--- src/verilog/cp0ExcPkg.sv ---
// Exception types committed to CP0 and their mapping to Cause.ExcCode
package cp0ExcPkg;

    typedef enum logic [4:0] {
        excNone,
        excInterrupt,
        excAddrErrFetch,
        excAddrErrLoad,
        excAddrErrStore,
        excSyscall,
        excBreakpoint,
        excReservedInstr,
        excOverflow,
        excTrap,
        excEret,
        excRefetch
    } excType_t;

    typedef logic [4:0] excCode_t;

    localparam excCode_t codeInt  = 5'h00;
    localparam excCode_t codeAdEL = 5'h04;  // Fetch or load address error
    localparam excCode_t codeAdES = 5'h05;
    localparam excCode_t codeSys  = 5'h08;
    localparam excCode_t codeBp   = 5'h09;
    localparam excCode_t codeRi   = 5'h0a;
    localparam excCode_t codeOv   = 5'h0c;
    localparam excCode_t codeTr   = 5'h0d;

    // Eret and refetch are pipeline events without a code
    function automatic logic excHasCode(excType_t t);
        return !(t inside {excNone, excEret, excRefetch});
    endfunction

    function automatic excCode_t excCodeOf(excType_t t);
        case (t)
            excAddrErrFetch,
            excAddrErrLoad:   return codeAdEL;
            excAddrErrStore:  return codeAdES;
            excSyscall:       return codeSys;
            excBreakpoint:    return codeBp;
            excReservedInstr: return codeRi;
            excOverflow:      return codeOv;
            excTrap:          return codeTr;
            default:          return codeInt;
        endcase
    endfunction

    function automatic logic excTaken(excType_t t);
        return (t != excNone) && (t != excRefetch);
    endfunction

endpackage

--- src/verilog/cp0RegPkg.sv ---
// CP0 register numbers, field positions and reset values, imported by every CP0 block
package cp0RegPkg;

    localparam int dataWidth = 32;
    localparam int numHwInt  = 6;   // External interrupt lines IP7..IP2

    typedef logic [4:0] regAddr_t;

    // Implemented register numbers
    localparam regAddr_t regBadVAddr = 5'd8;
    localparam regAddr_t regCount    = 5'd9;
    localparam regAddr_t regCompare  = 5'd11;
    localparam regAddr_t regStatus   = 5'd12;
    localparam regAddr_t regCause    = 5'd13;
    localparam regAddr_t regEpc      = 5'd14;
    localparam regAddr_t regPrId     = 5'd15;

    localparam logic [dataWidth-1:0] prIdValue = 32'h0000_4220;

    // Reset values
    localparam logic [dataWidth-1:0] countReset   = '0;
    localparam logic [dataWidth-1:0] compareReset = '1;  // Keeps the timer quiet after reset
    localparam logic                 statusBevReset = 1'b1;

    // Status fields
    localparam int statusBevBit = 22;
    localparam int statusImLsb  = 8;
    localparam int statusExlBit = 1;
    localparam int statusIeBit  = 0;

    // Cause fields
    localparam int causeBdBit  = 31;
    localparam int causeTiBit  = 30;
    localparam int causeIpLsb  = 8;    // IP1..IP0 below IP7..IP2
    localparam int causeExcLsb = 2;

endpackage

--- src/verilog/cp0ExcRecord.sv ---
// EPC, Cause.BD, Cause.ExcCode and BadVAddr captured at exception commit, used inside cp0Top
`timescale 1ns/1ps

module cp0ExcRecord (
    input  logic                            clk,
    input  logic                            rst,
    input  logic                            wrEn,
    input  cp0RegPkg::regAddr_t             wrAddr,
    input  logic [cp0RegPkg::dataWidth-1:0] wrData,
    input  cp0ExcPkg::excType_t             excType,
    input  logic [cp0RegPkg::dataWidth-1:0] excPc,
    input  logic                            excInDelaySlot,
    input  logic [cp0RegPkg::dataWidth-1:0] excBadAddr,
    input  logic                            exl,
    output logic [cp0RegPkg::dataWidth-1:0] epc,
    output logic                            causeBd,
    output cp0ExcPkg::excCode_t             excCode,
    output logic [cp0RegPkg::dataWidth-1:0] badVAddr
);
    import cp0RegPkg::*;
    import cp0ExcPkg::*;

    logic                 capture;
    logic [dataWidth-1:0] restartPc;

    // Nested exceptions keep the first return point
    assign capture   = excTaken(excType) && (excType != excEret) && !exl;
    assign restartPc = excInDelaySlot ? excPc - dataWidth'(4) : excPc;  // Back to the branch

    always_ff @(posedge clk) begin
        if (rst) begin
            epc <= '0;
        end else if (capture) begin
            epc <= restartPc;
        end else if (wrEn && (wrAddr == regEpc)) begin
            epc <= wrData;
        end
    end

    always_ff @(posedge clk) begin
        if (rst) begin
            causeBd <= 1'b0;
        end else if (capture) begin
            causeBd <= excInDelaySlot;
        end
    end

    // Updated even at exception level
    always_ff @(posedge clk) begin
        if (rst) begin
            excCode <= '0;
        end else if (excHasCode(excType)) begin
            excCode <= excCodeOf(excType);
        end
    end

    always_ff @(posedge clk) begin
        if (rst) begin
            badVAddr <= '0;
        end else begin
            case (excType)
                excAddrErrFetch: badVAddr <= excPc;
                excAddrErrLoad,
                excAddrErrStore: badVAddr <= excBadAddr;  // Data access address
                default:         badVAddr <= badVAddr;
            endcase
        end
    end

endmodule

--- src/verilog/cp0Interrupt.sv ---
// Pending interrupt bits of Cause and the interrupt request to the pipeline, used inside cp0Top
`timescale 1ns/1ps

module cp0Interrupt (
    input  logic                            clk,
    input  logic                            rst,
    input  logic                            wrEn,
    input  cp0RegPkg::regAddr_t             wrAddr,
    input  logic [cp0RegPkg::dataWidth-1:0] wrData,
    input  logic [cp0RegPkg::numHwInt-1:0]  hwInt,
    input  logic                            timerHit,
    input  logic [7:0]                      im,
    input  logic                            ie,
    input  logic                            exl,
    output logic [7:0]                      causeIp,
    output logic                            intRequest
);
    import cp0RegPkg::*;

    logic [numHwInt-1:0] ipHw;   // IP7..IP2
    logic [1:0]          ipSw;   // IP1..IP0

    // Timer shares the top hardware line
    always_ff @(posedge clk) begin
        if (rst) begin
            ipHw <= '0;
        end else begin
            ipHw <= hwInt | {timerHit, {(numHwInt - 1){1'b0}}};
        end
    end

    always_ff @(posedge clk) begin
        if (rst) begin
            ipSw <= '0;
        end else if (wrEn && (wrAddr == regCause)) begin
            ipSw <= wrData[causeIpLsb +: 2];
        end
    end

    assign causeIp    = {ipHw, ipSw};
    assign intRequest = ie && !exl && |(causeIp & im);

endmodule

--- src/verilog/cp0ReadMux.sv ---
// Combinational CP0 read port that packs register fields into their word layouts
`timescale 1ns/1ps

module cp0ReadMux (
    input  cp0RegPkg::regAddr_t             rdAddr,
    input  logic [cp0RegPkg::dataWidth-1:0] count,
    input  logic [cp0RegPkg::dataWidth-1:0] compare,
    input  logic                            bev,
    input  logic [7:0]                      im,
    input  logic                            exl,
    input  logic                            ie,
    input  logic                            causeBd,
    input  logic                            causeTi,
    input  logic [7:0]                      causeIp,
    input  cp0ExcPkg::excCode_t             excCode,
    input  logic [cp0RegPkg::dataWidth-1:0] epc,
    input  logic [cp0RegPkg::dataWidth-1:0] badVAddr,
    output logic [cp0RegPkg::dataWidth-1:0] rdData
);
    import cp0RegPkg::*;

    logic [dataWidth-1:0] statusWord;
    logic [dataWidth-1:0] causeWord;

    always_comb begin
        statusWord                       = '0;
        statusWord[statusBevBit]         = bev;
        statusWord[statusImLsb +: 8]     = im;
        statusWord[statusExlBit]         = exl;
        statusWord[statusIeBit]          = ie;

        causeWord                        = '0;
        causeWord[causeBdBit]            = causeBd;
        causeWord[causeTiBit]            = causeTi;
        causeWord[causeIpLsb +: 8]       = causeIp;
        causeWord[causeExcLsb +: 5]      = excCode;
    end

    always_comb begin
        case (rdAddr)
            regBadVAddr: rdData = badVAddr;
            regCount:    rdData = count;
            regCompare:  rdData = compare;
            regStatus:   rdData = statusWord;
            regCause:    rdData = causeWord;
            regEpc:      rdData = epc;
            regPrId:     rdData = prIdValue;
            default:     rdData = '0;  // Unimplemented registers
        endcase
    end

endmodule

--- src/verilog/cp0Status.sv ---
// Status register fields with EXL driven by exception commit and ERET, used inside cp0Top
`timescale 1ns/1ps

module cp0Status (
    input  logic                            clk,
    input  logic                            rst,
    input  logic                            wrEn,
    input  cp0RegPkg::regAddr_t             wrAddr,
    input  logic [cp0RegPkg::dataWidth-1:0] wrData,
    input  cp0ExcPkg::excType_t             excType,
    output logic                            bev,
    output logic [7:0]                      im,
    output logic                            exl,
    output logic                            ie
);
    import cp0RegPkg::*;
    import cp0ExcPkg::*;

    logic statusWr;

    assign statusWr = wrEn && (wrAddr == regStatus);

    always_ff @(posedge clk) begin
        if (rst) begin
            bev <= statusBevReset;
            im  <= '0;
            ie  <= 1'b0;
        end else if (statusWr) begin
            bev <= wrData[statusBevBit];
            im  <= wrData[statusImLsb +: 8];
            ie  <= wrData[statusIeBit];
        end
    end

    // Commit beats mtc0
    always_ff @(posedge clk) begin
        if (rst) begin
            exl <= 1'b0;
        end else if (excTaken(excType)) begin
            exl <= (excType != excEret);  // Eret leaves exception level
        end else if (statusWr) begin
            exl <= wrData[statusExlBit];
        end
    end

endmodule

--- src/verilog/cp0Timer.sv ---
// Count and Compare timer with its rate divider and sticky Cause.TI, used inside cp0Top
`timescale 1ns/1ps

module cp0Timer #(
    parameter int unsigned countDivide = 2
) (
    input  logic                            clk,
    input  logic                            rst,
    input  logic                            wrEn,
    input  cp0RegPkg::regAddr_t             wrAddr,
    input  logic [cp0RegPkg::dataWidth-1:0] wrData,
    output logic [cp0RegPkg::dataWidth-1:0] count,
    output logic [cp0RegPkg::dataWidth-1:0] compare,
    output logic                            timerHit,
    output logic                            causeTi
);
    import cp0RegPkg::*;

    localparam int divWidth = (countDivide > 1) ? $clog2(countDivide) : 1;
    localparam logic [divWidth-1:0] divLast = divWidth'(countDivide - 1);

    logic [divWidth-1:0] divCnt;
    logic                countWr;
    logic                compareWr;
    logic                tick;

    assign countWr   = wrEn && (wrAddr == regCount);
    assign compareWr = wrEn && (wrAddr == regCompare);
    assign tick      = (divCnt == divLast);
    assign timerHit  = (count == compare);

    always_ff @(posedge clk) begin
        if (rst) begin
            divCnt <= '0;
            count  <= countReset;
        end else if (countWr) begin
            divCnt <= '0;      // Restart the rate from the write
            count  <= wrData;
        end else if (tick) begin
            divCnt <= '0;
            count  <= count + 1'b1;
        end else begin
            divCnt <= divCnt + 1'b1;
        end
    end

    always_ff @(posedge clk) begin
        if (rst) begin
            compare <= compareReset;
        end else if (compareWr) begin
            compare <= wrData;
        end
    end

    // Clear on Compare write wins over a new match
    always_ff @(posedge clk) begin
        if (rst || compareWr) begin
            causeTi <= 1'b0;
        end else if (timerHit) begin
            causeTi <= 1'b1;
        end
    end

endmodule

--- src/verilog/cp0Top.sv ---
// CP0 status and exception block, instantiated by the pipeline with write, read and commit ports
`timescale 1ns/1ps

module cp0Top #(
    parameter int unsigned countDivide = 2
) (
    input  logic                                clk,
    input  logic                                rst,
    input  logic                                wrEn,
    input  cp0RegPkg::regAddr_t                 wrAddr,
    input  logic [cp0RegPkg::dataWidth-1:0]     wrData,
    input  cp0RegPkg::regAddr_t                 rdAddr,
    output logic [cp0RegPkg::dataWidth-1:0]     rdData,
    input  logic [cp0RegPkg::numHwInt-1:0]      hwInt,
    input  cp0ExcPkg::excType_t                 excType,
    input  logic [cp0RegPkg::dataWidth-1:0]     excPc,
    input  logic                                excInDelaySlot,
    input  logic [cp0RegPkg::dataWidth-1:0]     excBadAddr,
    output logic [cp0RegPkg::dataWidth-1:0]     epc,
    output logic                                exl,
    output logic                                intRequest
);
    import cp0RegPkg::*;
    import cp0ExcPkg::*;

    logic [dataWidth-1:0] count;
    logic [dataWidth-1:0] compare;
    logic [dataWidth-1:0] badVAddr;
    logic                 timerHit;
    logic                 causeTi;
    logic                 bev;
    logic [7:0]           im;
    logic                 ie;
    logic [7:0]           causeIp;
    logic                 causeBd;
    excCode_t             excCode;

    cp0Timer #(
        .countDivide(countDivide)
    ) timer (
        .clk, .rst, .wrEn, .wrAddr, .wrData,
        .count, .compare, .timerHit, .causeTi
    );

    cp0Status status (
        .clk, .rst, .wrEn, .wrAddr, .wrData,
        .excType, .bev, .im, .exl, .ie
    );

    cp0Interrupt interrupt (
        .clk, .rst, .wrEn, .wrAddr, .wrData,
        .hwInt, .timerHit, .im, .ie, .exl,
        .causeIp, .intRequest
    );

    cp0ExcRecord excRecord (
        .clk, .rst, .wrEn, .wrAddr, .wrData,
        .excType, .excPc, .excInDelaySlot, .excBadAddr,
        .exl, .epc, .causeBd, .excCode, .badVAddr
    );

    cp0ReadMux readMux (
        .rdAddr,
        .count, .compare,
        .bev, .im, .exl, .ie,
        .causeBd, .causeTi, .causeIp, .excCode,
        .epc, .badVAddr,
        .rdData
    );

endmodule
--- config.mk ---
export PLATFORM = sky130hd
export DESIGN_NAME = cp0Top
export DESIGN_NICKNAME = d
export VERILOG_FILES = /design/src/verilog/cp0ExcPkg.sv /design/src/verilog/cp0RegPkg.sv /design/src/verilog/cp0ExcRecord.sv /design/src/verilog/cp0Interrupt.sv /design/src/verilog/cp0ReadMux.sv /design/src/verilog/cp0Status.sv /design/src/verilog/cp0Timer.sv /design/src/verilog/cp0Top.sv
export SDC_FILE = /design/constraint.sdc
export NUM_CORES = 1
export LEC_CHECK = 0
export BUFFER_PORTS_ARGS = -buffer_cell sky130_fd_sc_hd__buf_2
export CAP_MARGIN = 20
export CORE_MARGIN = 2
export CORE_UTILIZATION = 50
export DETAILED_ROUTE_END_ITERATION = 10
export PLACE_DENSITY = 0.74
export SLEW_MARGIN = 20
export SYNTH_ARGS = -nofsm -noshare
export SYNTH_HDL_FRONTEND = slang
export SYNTH_SLANG_ARGS = --single-unit
--- constraint.sdc ---
create_clock -name clk -period 2.93 [get_ports clk]
set_clock_uncertainty 0.1 [all_clocks]
set_input_delay 0.1465 -clock clk [delete_from_list [all_inputs] [get_ports clk]]
set_output_delay 0.1465 -clock clk [all_outputs]
set_load 0.005 [all_outputs]
-- Word level (Yosys, flattened, before mapping)
Memory sizes are Yosys's and may differ from the RTL's.
Cells that the tools add are included.
- output and inout bits: 66
- bits of input ports: 121
- ROM bits: 64
- latch bits: 0
- flip-flop bits (word level): 155
- bits in writable memories: 0
- memories kept: 1
- memory list (memory ; words ; bits a word ; rd ports ; clocked after Yosys merged registers in ; write ports ; line ; source):
    (no name shown) ; 16 ; 4 ; 1 ; 0 ; 0 ; cp0ExcPkg.sv:36 ; case (t)
- eq/ne operators: 20
- $add $sub $neg: 3
- bitwise gates (word level): 2
- reductions and logical operators: 22
- mux-type cells: 10
- multiply operators: 0
- divide/modulo/power cells: 0
- magnitude comparators: 0
- shift-type cells: 0
- operators by type and width (cell ; number):
    $pmux W32 S7 ; 1
    $mux W32 ; 5
    $eq A5 B4 Y1 const B ; 14
    $pmux W32 S2 ; 1
    $add A32 B1 Y32 const B ; 1
    $eq A32 B32 Y1 ; 1
    $sub A32 B3 Y32 const B ; 1
    $eq A5 B2 Y1 const B ; 2
    $logic_and A1 B1 Y1 ; 10
    $ne A5 B4 Y1 const B ; 2
    $and A8 B8 Y8 ; 1
    $reduce_bool A2 Y1 ; 4
    $reduce_or A8 Y1 ; 1
    $or A6 B6 Y6 ; 1
    $eq A5 B3 Y1 const B ; 1
    $logic_not A5 Y1 ; 1
    $mux W5 ; 1
    $reduce_bool A5 Y1 ; 1
    $reduce_bool A3 Y1 ; 1
    $reduce_or A3 Y1 ; 1
    $mux W1 ; 2
    $reduce_or A2 Y1 ; 1
    $add A1 B1 Y1 const B ; 1
    $logic_not A1 Y1 ; 1
    $logic_or A1 B1 Y1 ; 1

-- Depth between registers and ports, before layout
Gate-level depths: netlist of run 1.
- depth after elaboration: 5
- gate-level depth with buffers: 8
- depth with buffers taken out: 7

-- Cells and area by module
A second synthesis of run 1 with hierarchy kept.
- cell total of the unflattened synthesis: 1075
- area total of the unflattened synthesis: 9207.6 um^2
- modules (own cells, without submodules) (module ; instances ; cells an instance ; area an instance (um^2) ; sequential area each (um^2)):
    cp0ExcRecord ; 1 ; 445 ; 3861.2 ; 1381.3
    cp0Timer ; 1 ; 400 ; 3419.5 ; 1321.3
    cp0ReadMux ; 1 ; 142 ; 1123.6 ; 0.0
    cp0Status ; 1 ; 59 ; 493.0 ; 220.2
    cp0Interrupt ; 1 ; 29 ; 310.3 ; 160.2

-- Worst setup path before layout of run 1
OpenSTA, ideal clock, no wires.
- path kind: register to register
- start: register timer.count[0] in the netlist's numbering
- end: register timer.count[24] in the netlist's numbering
- data required time: 2.739 ns
- setup slack: 0.861 ns
- cell stages (with the launch flop): 7
- library setup time: 0.091 ns
- arrival time: 1.878 ns
- cell sequence: dfxtp_1 ha_1 nand2_1 nor4_4 nand3_2 or3_1 a311oi_1
- cells in the longest elaborated chain, start to end: 3
- RTL lines (element ; line ; source):
    start: declaration ; cp0Timer.sv:12 ; output logic [cp0RegPkg::dataWidth-1:0] count,
    start signal: assignment ; cp0Timer.sv:35 ; count <= countReset;
    start signal: assignment ; cp0Timer.sv:38 ; count <= wrData;
    start signal: assignment ; cp0Timer.sv:41 ; count <= count + 1'b1;
    $add A32 B1 Y32 ; cp0Timer.sv:41 ;
    $mux W32 ; cp0Timer.sv:39 ; end else if (tick) begin
    $mux W32 ; cp0Timer.sv:36 ; end else if (countWr) begin
Every way passes these cells. The select of a mux whose other input is x is not followed.
A chain may end at the register's enable or synchronous reset.

-- Worst setup path after layout of run 1
- start: input excType[2]
- end: register excRecord.badVAddr[29] in the netlist's numbering
- cells in the longest elaborated chain, start to end: 3
- RTL lines (element ; line ; source):
    start: declaration ; cp0Top.sv:15 ; input cp0ExcPkg::excType_t excType,
    $eq A5 B2 Y1 or $eq A5 B3 Y1 (tied branches) ; cp0ExcRecord.sv:61 ; case (excType)
    $reduce_or A2 Y1 ; cp0ExcRecord.sv:61 ;
    $pmux W32 S2 or $reduce_bool A2 Y1 (tied branches) ; - ;
    end signal: assignment ; cp0ExcRecord.sv:62 ; excAddrErrFetch: badVAddr <= excPc;
    end signal: assignment ; cp0ExcRecord.sv:64 ; excAddrErrStore: badVAddr <= excBadAddr;
    end signal: assignment ; cp0ExcRecord.sv:65 ; default: badVAddr <= badVAddr;
    end: declaration ; cp0ExcRecord.sv:18 ; output logic [cp0RegPkg::dataWidth-1:0] badVAddr
Parallel ways exist; a longest one is shown, timed or not.

==> flow_summary.ini, run 1 <==
[status]
status = completed

[global_route]
grt_usage_pct = 32.7
grt_pass1_vias = 8360
grt_pass1_wl_mm = 45.9
antenna_found_initial = 0
grt_max_degree = 65
grt_overflow_total = 0

[place]
dp.cells = 1398
place_congestion = 1.04
dp_hpwl_mm = 21.2
place.port_buffers = 186
dpl_cell_area_sq_um = 9630

[clocking]
clock_path_buffers = 2
path_clk_slew_ns = 0.06
root_buffer = clkbuf_16
cts_tree = yes
clk_latency_ns = 0.43
cts_made_buffers = 17
post-cts-setup-buffers = 0
htreeDepth = 4
numClockSinks = 154

[setup_path]
critical_path.slowest_cell = dlygate4sd3_1
cp-start-kind = input port
crit_start = excType[2]
cp_cell_sequence = dlygate4sd3_1 -> buf_2 -> nor4b_1 -> nor2b_4 -> buf_6 -> mux2i_1 -> a211oi_1 -> dlygate4sd3_1
cpMostUsedCell = dlygate4sd3_1
cp_top_family = buffers and inverters
path_max_fanout = 32
reg2reg_from = timer.count[0]$_SDFFE_PP0P_
endpoint_kind = flip-flop
cp.required_ns = 3.20
cp.arrival_ns = 3.05
path_depth = 8
critical-path-max-stage-delay_ns = 0.60
rr_worst_depth = 6
crit_type = in2reg
critPathBufInv = 4

[yosys]
synthesis.area_sq_um = 8580
synth_fp_nets = 1176
synthSimpleGateAreaFrac_pct = 26.7
ys_types = 55
synth.top_cell.area_share_pct = 35.9
muxShareOfSynthArea_pct = 4.43
synth-seq-cells = 154
avgSynthCellArea_sq_um = 8.15
yosysSeqAreaShare_pct = 35.9
synth_xor_xnor_area_share_pct = 8.98
syn-instance-count = 1053
ys.flop_type = dfxtp_1
synth_area_leaders = dfxtp_1 36%, nand2_1 8.3%, a22oi_1 5.4%, a211oi_1 5.3%, xnor2_1 5.3%
synth_compound_area_share_pct = 19.1
ys_async_sr_fraction_pct = 0
yosys_warnings = 0
netlist_top_cells_count = 190 x nand2_1, 154 x dfxtp_1, 101 x nor2_1, 62 x a22oi_1, 61 x a211oi_1
synth_top_family_by_area = simple AND/OR/NAND/NOR gates
synth-adder-area-share_pct = 0.292
yosys.cell_count.top_type = nand2_1
synth_edf_count = 0
yosysTopAreaCell = dfxtp_1

[sta]
finalSetupTns_ns = 0
hold_viol = 0
min_period_ns = 2.78
fmax_mhz = 360
finalSetupViolations = 0
rsz0062_at_grt = no
final_max_slew_viol_count = 0
max_slew.worst_pin.slew_ns = 1.04
post-route-period-util_pct = 94.9
slew_headroom_pct = 30.4

[floorplan]
core-area_sq_um = 16700
die_h_um = 135
die_w_um = 135
ioPinCount = 187
dieArea_sq_um = 18200
core.rowCount = 47
start_util_pct = 51.4

[route]
dr.first_iter.drc_count = 1235
route.detailed.drc = 0
via_per_inst = 5.98
routed_wl_mm = 30.3
post_drt_wl_per_cell_um = 19.9
vias = 9091
drt.antenna.violating_nets = 0
firstDrtPassIters = 6

[cells_and_area]
nNetsFinal = 1411
final_cell_area_sq_um = 11100
drive_above_1_share_pct = 20.9
syn_to_final_growth_pct = 29.4
n_antenna_cell = 0
stdcell_count = 1521

[power]
powerDensity_nw_per_um2 = 457
p_leak_uw = 0.00449
ir_drop_mv = 0.448

[min_path]
hold_class = in2reg
min-delay-start = excPc[19]
min_delay_path_depth = 3

[run]
maxCapViolCount = 0
layer usage:
layer | GRT usage (%) | up-vias | wire (um) | share of wire, %
met3 | 9.38 | 86 | 3240 | 11
met2 | 48.5 | 519 | 13300 | 44
met4 | 13.0 | 0 | 996 | 3.3
met5 | 0 | - | 0 | 0
met1 | 44.9 | 4226 | 12800 | 42
li1 | - | 4260 | - | -
final cells by class:
class | count | area (sq um)
clock buffers | 24 | 492
repair buffers | 299 | 2010
flip-flops and latches | 154 | 3080
multi-input cells | 807 | 5140
clock inverters | 8 | 67.6
well taps | 220 | 275
fillers | 1409 | 5600
inverters | 9 | 33.8
cell families (layout without fill, tap and decap cells):
| family | count (synthesis) | in the layout |
|---|---|---|
| adders and majority gates | 2 | 2 |
| xor gates and xnor gates | 88 | 88 |
| AOI/OAI and AO/OA | 225 | 225 |
| buffers and inverters | 92 | 340 |
| and+or+nand+nor | 454 | 454 |
| muxes | 38 | 38 |
| DFF | 154 | 154 |
worst min-delay path: cells and delay by family:
family | cells | cell delay [ns]
buffers and inverters | 1 | 0.13
muxes | 1 | 0.13
AOI/OAI and AO/OA | 1 | 0.08
state kept, by name, indices dropped and copies added (netlist names):
name,flops
timer.divCnt,1
excRecord.epc,32
status.im,8
excRecord.badVAddr,32
excRecord.causeBd,1
interrupt.ipSw,2
timer.causeTi,1
status.ie,1
excRecord.excCode,4
interrupt.ipHw,6
timer.compare,32
timer.count,32
status.bev,1
status.exl,1
timing repair:
action / 4_1_cts / 5_1_grt
setup endpoints to repair: 0 / 2
endpoints found under the hold margin: 137 / 0
hold buffers: 91 / 0
gates resized for setup: 0 / 2
cells in the final DEF (no fill, tap or decap), types with 9 or more instances in the layout:
| master | n |
|---|---|
| nand4_1 | 19 |
| inv_1 | 9 |
| a31o_2 | 12 |
| buf_4 | 22 |
| xor2_1 | 36 |
| a221oi_1 | 11 |
| clkbuf_16 | 17 |
| mux2i_1 | 38 |
| a21oi_1 | 38 |
| dlygate4sd3_1 | 91 |
| nand3b_1 | 37 |
| a222oi_1 | 9 |
| nand3_1 | 25 |
| xnor2_1 | 52 |
| nand2_1 | 190 |
| buf_2 | 185 |
| a22oi_1 | 62 |
| a211oi_1 | 61 |
| nor2_1 | 99 |
| a311oi_1 | 12 |
| dfxtp_1 | 154 |
stage by stage:
| stage | total power, uW | util (%) | hold WS [ns] | setup WS (ns) |
|---|---|---|---|---|
| 2_1_floorplan | 2600 | - | 0.125 | 0.861 |
| 3_3_place_gp | 2880 | 57.6 | 0.259 | 0.648 |
| 3_5_place_dp | 2890 | 57.6 | 0.263 | 0.541 |
| 4_1_cts | 5060 | 66.5 | 0.00339 | 0.178 |
| 5_1_grt | 5230 | 66.5 | 0.0169 | 0.0546 |
| 6_report | 5080 | 66.5 | 0.00864 | 0.150 |
power breakdown:
part | internal (uW) | switching [uW]
combinational | 327 | 345
clock | 1250 | 864
sequential | 2180 | 106
total | 3760 | 1320
path summary, 6_finish.rpt:
path	to	slack, ns
worst min register to register	timer.causeTi$_SDFFE_PP0P_	0.36
worst max register to register	timer.count[24]$_SDFFE_PP0P_	0.67
worst max-delay path	excRecord.badVAddr[29]$_SDFFE_PP0P_	0.15
worst min-delay path	excRecord.badVAddr[19]$_SDFFE_PP0P_	0.009
(Power assumes the default switching activity.)
==> run 2, diff against run 1 <==
==> constraint.sdc (replaced) <==
create_clock -name clk -period 2.7 [get_ports clk]
set_clock_uncertainty 0.1 [all_clocks]
set_input_delay 0.135 -clock clk [delete_from_list [all_inputs] [get_ports clk]]
set_output_delay 0.135 -clock clk [all_outputs]
set_load 0.005 [all_outputs]
==> run 2 against run 1 <==
- via count up 2.2%
- combinational power grew 12%
- final cell count increased by 0.85%
- largest cell class unchanged
- worst hold slack is essentially flat
- design area up 2.2%
- non-clock buffer count increased by 13
- routed wire length is 2.8% higher
==> flow_summary.ini, run 2 (synthesis results as in run 1) <==
[status]
status = completed

[global_route]
grt_pass1_wl_mm = 48.2
antenna_found_initial = 0
grt_usage_pct = 34.0
grt_max_degree = 80
grt_pass1_vias = 8728
grt_overflow_total = 0

[sta]
finalSetupViolations = 0
whs_ns = 0.00881
slew_headroom_pct = 26.2
fmax_mhz = 397
final_max_slew_viol_count = 0
min_period_ns = 2.52
max_slew.worst_pin.slew_ns = 1.11
rsz0062_at_grt = no
hold_viol = 0
post-route-period-util_pct = 93.3
finalSetupTns_ns = 0

[min_path]
min-delay-start = excPc[16]
min_delay_path_depth = 3
min_to = excRecord.epc[16]$_SDFFE_PP0P_
hold_class = in2reg

[route]
routed_wl_mm = 31.1
dr.first_iter.drc_count = 1286
route.detailed.drc = 0
via_per_inst = 6.05
wl_met2_mm = 13.8
vias = 9288
firstDrtPassIters = 7
met3_length_mm = 3.53
top_layer = met4
drt.antenna.violating_nets = 0
post_drt_wl_per_cell_um = 20.3
drt-met1-wl_mm = 12.8

[clocking]
clock_path_buffers = 2
clk_latency_ns = 0.43
cts_tree = yes
cts_made_buffers = 17
numClockSinks = 154
htreeDepth = 4
path_clk_slew_ns = 0.06
root_buffer = clkbuf_16

[place]
dp_hpwl_mm = 21.2
place.port_buffers = 186
dp.cells = 1402
place_congestion = 1.04

[power]
powerDensity_nw_per_um2 = 522
ir_drop_mv = 0.468
report.power.total_uw = 5930
p_leak_uw = 0.00459

[cells_and_area]
n_antenna_cell = 0
final_cell_mix = 190 x nand2_1, 185 x buf_2, 154 x dfxtp_1
final_core_util_pct = 68.0
final_common_cell = nand2_1
stdcell_count = 1534
drive_above_1_share_pct = 21.2
nNetsFinal = 1424
syn_to_final_growth_pct = 32.3

[floorplan]
die_h_um = 135
start_util_pct = 51.4
core.rowCount = 47
die_w_um = 135
ioPinCount = 187
dieArea_sq_um = 18200
core-area_sq_um = 16700

[setup_path]
cp.required_ns = 2.91
cp-start-kind = input port
rr_worst_depth = 6
endpoint_kind = flip-flop
crit_type = in2reg
r2r_end = timer.count[24]$_SDFFE_PP0P_
reg2reg_from = timer.count[0]$_SDFFE_PP0P_
cp.arrival_ns = 2.73
reg2reg_slack_ns = 0.43
path_max_fanout = 32

[run]
maxCapViolCount = 0
run 2: critical path, stage by stage:
cell and delay [ns]:
dlygate4sd3_1 0.55, buf_2 0.19, nor4b_2 0.34, nor2b_4 0.20, buf_6 0.34, mux2i_1 0.28, a211oi_1 0.09, dlygate4sd3_1 0.56
run 2: layer usage:
layer  vias to the layer above  GRT usage, %
met1                      4309          47.7
met3                        79          7.77
met2                       604          51.8
met4                         0          11.1
met5                         -             0
li1                       4296             -
run 2: worst max path at each step:
stage / from / endpoint / slack [ns] / cells past startpoint
6_report: excType[2] / excRecord.badVAddr[29]$_SDFFE_PP0P_ / 0.18 / 8
2_1_floorplan: timer.count[0]$_SDFFE_PP0P_ / timer.count[24]$_SDFFE_PP0P_ / 0.63 / 6
3_5_place_dp: timer.count[0]$_SDFFE_PP0P_ / timer.count[24]$_SDFFE_PP0P_ / 0.53 / 6
5_1_grt: excType[2] / excRecord.badVAddr[10]$_SDFFE_PP0P_ / 0.04 / 8
3_3_place_gp: timer.count[0]$_SDFFE_PP0P_ / timer.count[24]$_SDFFE_PP0P_ / 0.59 / 6
4_1_cts: excType[2] / excRecord.badVAddr[29]$_SDFFE_PP0P_ / 0.009 / 8
run 2: stage by stage:
stage / worst slack, ns / instance area, sq um
detailed placement: 0.529 / 9670
CTS: 0.00876 / 11300
global route: 0.0444 / 11300
finish: 0.182 / 11300
floorplan: 0.631 / 8580
global placement: 0.591 / 9670
run 2: report_power, final:
part           internal [uW]  switching [uW]  total (uW)
sequential              2370             110        2480
clock                   1690             997        2690
combinational            367             386         754
run 2: timing repair:
item | CTS | global route
buffers inserted | 0 | 0
gates resized for setup | 0 | 3
endpoints found under the hold margin | 141 | 0
endpoints found under the setup margin | 0 | 9
hold buffers | 99 | 0
run 2: layout make-up:
class | count | area, sq um
Clock buffer | 22 | 464
Clock inverter | 10 | 189
Fill cell | 1341 | 5350
Inverter | 9 | 33.8
Multi-Input combinational cell | 807 | 5150
Sequential cell | 154 | 3080
Tap cell | 220 | 275
Timing Repair Buffer | 312 | 2160
==> run 3, diff against run 2 <==
--- a/config.mk
+++ b/config.mk
@@ -8,9 +8,10 @@
 export BUFFER_PORTS_ARGS = -buffer_cell sky130_fd_sc_hd__buf_2
 export CAP_MARGIN = 20
 export CORE_MARGIN = 2
-export CORE_UTILIZATION = 50
+export CORE_UTILIZATION = 45
 export DETAILED_ROUTE_END_ITERATION = 10
-export PLACE_DENSITY = 0.74
+export PLACE_DENSITY = 0.68
+export SKIP_LAST_GASP = 1
 export SLEW_MARGIN = 20
 export SYNTH_ARGS = -nofsm -noshare
 export SYNTH_HDL_FRONTEND = slang
==> run 3 against run 2 <==
- highest routed layer unchanged
- worst setup slack worse by 0.0076 ns
- fmax is 0.30% lower
- register-to-register slack better by 0.10 ns
- critical path type unchanged
- core utilization is 6.2 points lower
- final cell count is 2.3% higher
- largest cell class unchanged
- first-iteration DRC count is 6.5% lower
- sequential power hardly changed
==> flow_summary.ini, run 3 (synthesis results as in run 1) <==
[status]
status = completed

[route]
firstDrtPassIters = 7
routed_wl_mm = 31.3
drt.antenna.violating_nets = 0
dr.first_iter.drc_count = 1202
vias = 9215
post_drt_wl_per_cell_um = 19.9
route.detailed.drc = 0
via_per_inst = 5.87

[global_route]
antenna_found_initial = 0
grt_overflow_total = 0
grt_pass1_vias = 8557
grt_max_degree = 65
grt_pass1_wl_mm = 47.8
grt_usage_pct = 30.7

[min_path]
hold_class = in2reg
min_to = excRecord.badVAddr[17]$_SDFFE_PP0P_
min_delay_path_depth = 3
min-delay-start = excPc[17]

[power]
report.power.total_uw = 5780
powerDensity_nw_per_um2 = 501
ir_drop_mv = 0.399
p_leak_uw = 0.00472

[cells_and_area]
final_common_cell = nand2_1
n_antenna_cell = 0
syn_to_final_growth_pct = 34.6
nNetsFinal = 1446
final_cell_mix = 190 x nand2_1, 185 x buf_2, 154 x dfxtp_1
drive_above_1_share_pct = 21.0

[sta]
rsz0062_at_grt = no
slew_headroom_pct = 41.2
hold_viol = 0
max_slew.worst_pin.slew_ns = 0.880
fmax_mhz = 396
finalSetupViolations = 0
post-route-period-util_pct = 93.5
final_max_slew_viol_count = 0
finalSetupTns_ns = 0
min_period_ns = 2.53

[clocking]
clock_path_buffers = 2
cts_made_buffers = 17
cts_tree = yes
clk_latency_ns = 0.45
numClockSinks = 154
root_buffer = clkbuf_16
htreeDepth = 4
path_clk_slew_ns = 0.07

[setup_path]
r2r_end = timer.count[24]$_SDFFE_PP0P_
cp-start-kind = input port
reg2reg_from = timer.count[0]$_SDFFE_PP0P_
cp.required_ns = 2.99
endpoint_kind = flip-flop
path_max_fanout = 7
rr_worst_depth = 6
cp.arrival_ns = 2.81
reg2reg_slack_ns = 0.53
crit_type = in2reg

[floorplan]
core-area_sq_um = 18700
die_w_um = 142
start_util_pct = 45.9
dieArea_sq_um = 20200
ioPinCount = 187
die_h_um = 142
core.rowCount = 50

[place]
place_congestion = 0.976
dp_hpwl_mm = 22.0
place.port_buffers = 186

[run]
maxCapViolCount = 0
## run 3: cell count changes in the layout (fill, tap and decap cells not counted), sizes merged
cell and delta:
clkinvlp -1, bufinv -2, clkinv +3, dlygate4sd3 +20, clkbuf +1, buf +1
## run 3: cell type report
class | count | area (sq um)
clock buffers | 22 | 474
clock inverters | 10 | 140
fillers | 1619 | 7160
inverters | 9 | 33.8
multi-input cells | 807 | 5150
flip-flops and latches | 154 | 3080
well taps | 234 | 293
repair buffers | 334 | 2370
## run 3: layer usage
layer / GRT usage [%] / share of wire, % / vias up
met5: 0 / 0 / -
met4: 11.3 / 2.7 / 0
met3: 6.53 / 9.5 / 57
met2: 47.1 / 45 / 462
met1: 42.6 / 43 / 4355
li1: - / - / 4341
## run 3: power breakdown
| group | internal, uW | leakage [uW] | switching [uW] | total, uW |
|---|---|---|---|---|
| Sequential | 2370 | 0.00126 | 118 | 2490 |
| Combinational | 384 | 0.00317 | 387 | 771 |
| Clock | 1530 | 0.000293 | 996 | 2520 |
## run 3: metrics by stage
| stage | util [%] | instances | hold WS [ns] | setup WS (ns) | cell area (sq um) |
|---|---|---|---|---|---|
| after floorplan | - | 1053 | 0.113 | 0.631 | 8580 |
| after global placement | 51.9 | 1417 | 0.249 | 0.615 | 9710 |
| after detailed placement | 51.9 | 1417 | 0.254 | 0.504 | 9710 |
| after CTS | 61.6 | 1568 | 0.000634 | 0.0296 | 11500 |
| after global routing | 61.7 | 1570 | 0.0134 | 0.00749 | 11500 |
| final | 61.7 | 1570 | 0.00750 | 0.174 | 11500 |
## run 3: worst max-delay path by stage
stage / from / end / cells after the start
finish: excPc[12] / excRecord.epc[30]$_SDFFE_PP0P_ / 8
global route: excPc[12] / excRecord.epc[30]$_SDFFE_PP0P_ / 8
CTS: excType[2] / excRecord.badVAddr[28]$_SDFFE_PP0P_ / 8
detailed placement: timer.count[0]$_SDFFE_PP0P_ / timer.count[24]$_SDFFE_PP0P_ / 6
global placement: timer.count[0]$_SDFFE_PP0P_ / timer.count[24]$_SDFFE_PP0P_ / 6
floorplan: timer.count[0]$_SDFFE_PP0P_ / timer.count[24]$_SDFFE_PP0P_ / 6
## run 3: worst max-delay path, cell delays in order
cell	delay, ns
dlygate4sd3_1	0.55
buf_2	0.16
or4_4	0.57
nor4_4	0.40
nand3_1	0.15
xor2_1	0.17
a21oi_1	0.13
dlygate4sd3_1	0.55
## run 3: timing repair
item                                    CTS  global route
hold endpoints to repair                148             0
hold buffers                            119             0
buffers inserted                          0             2
endpoints found under the setup margin    0            25
resized for setup                         0             4
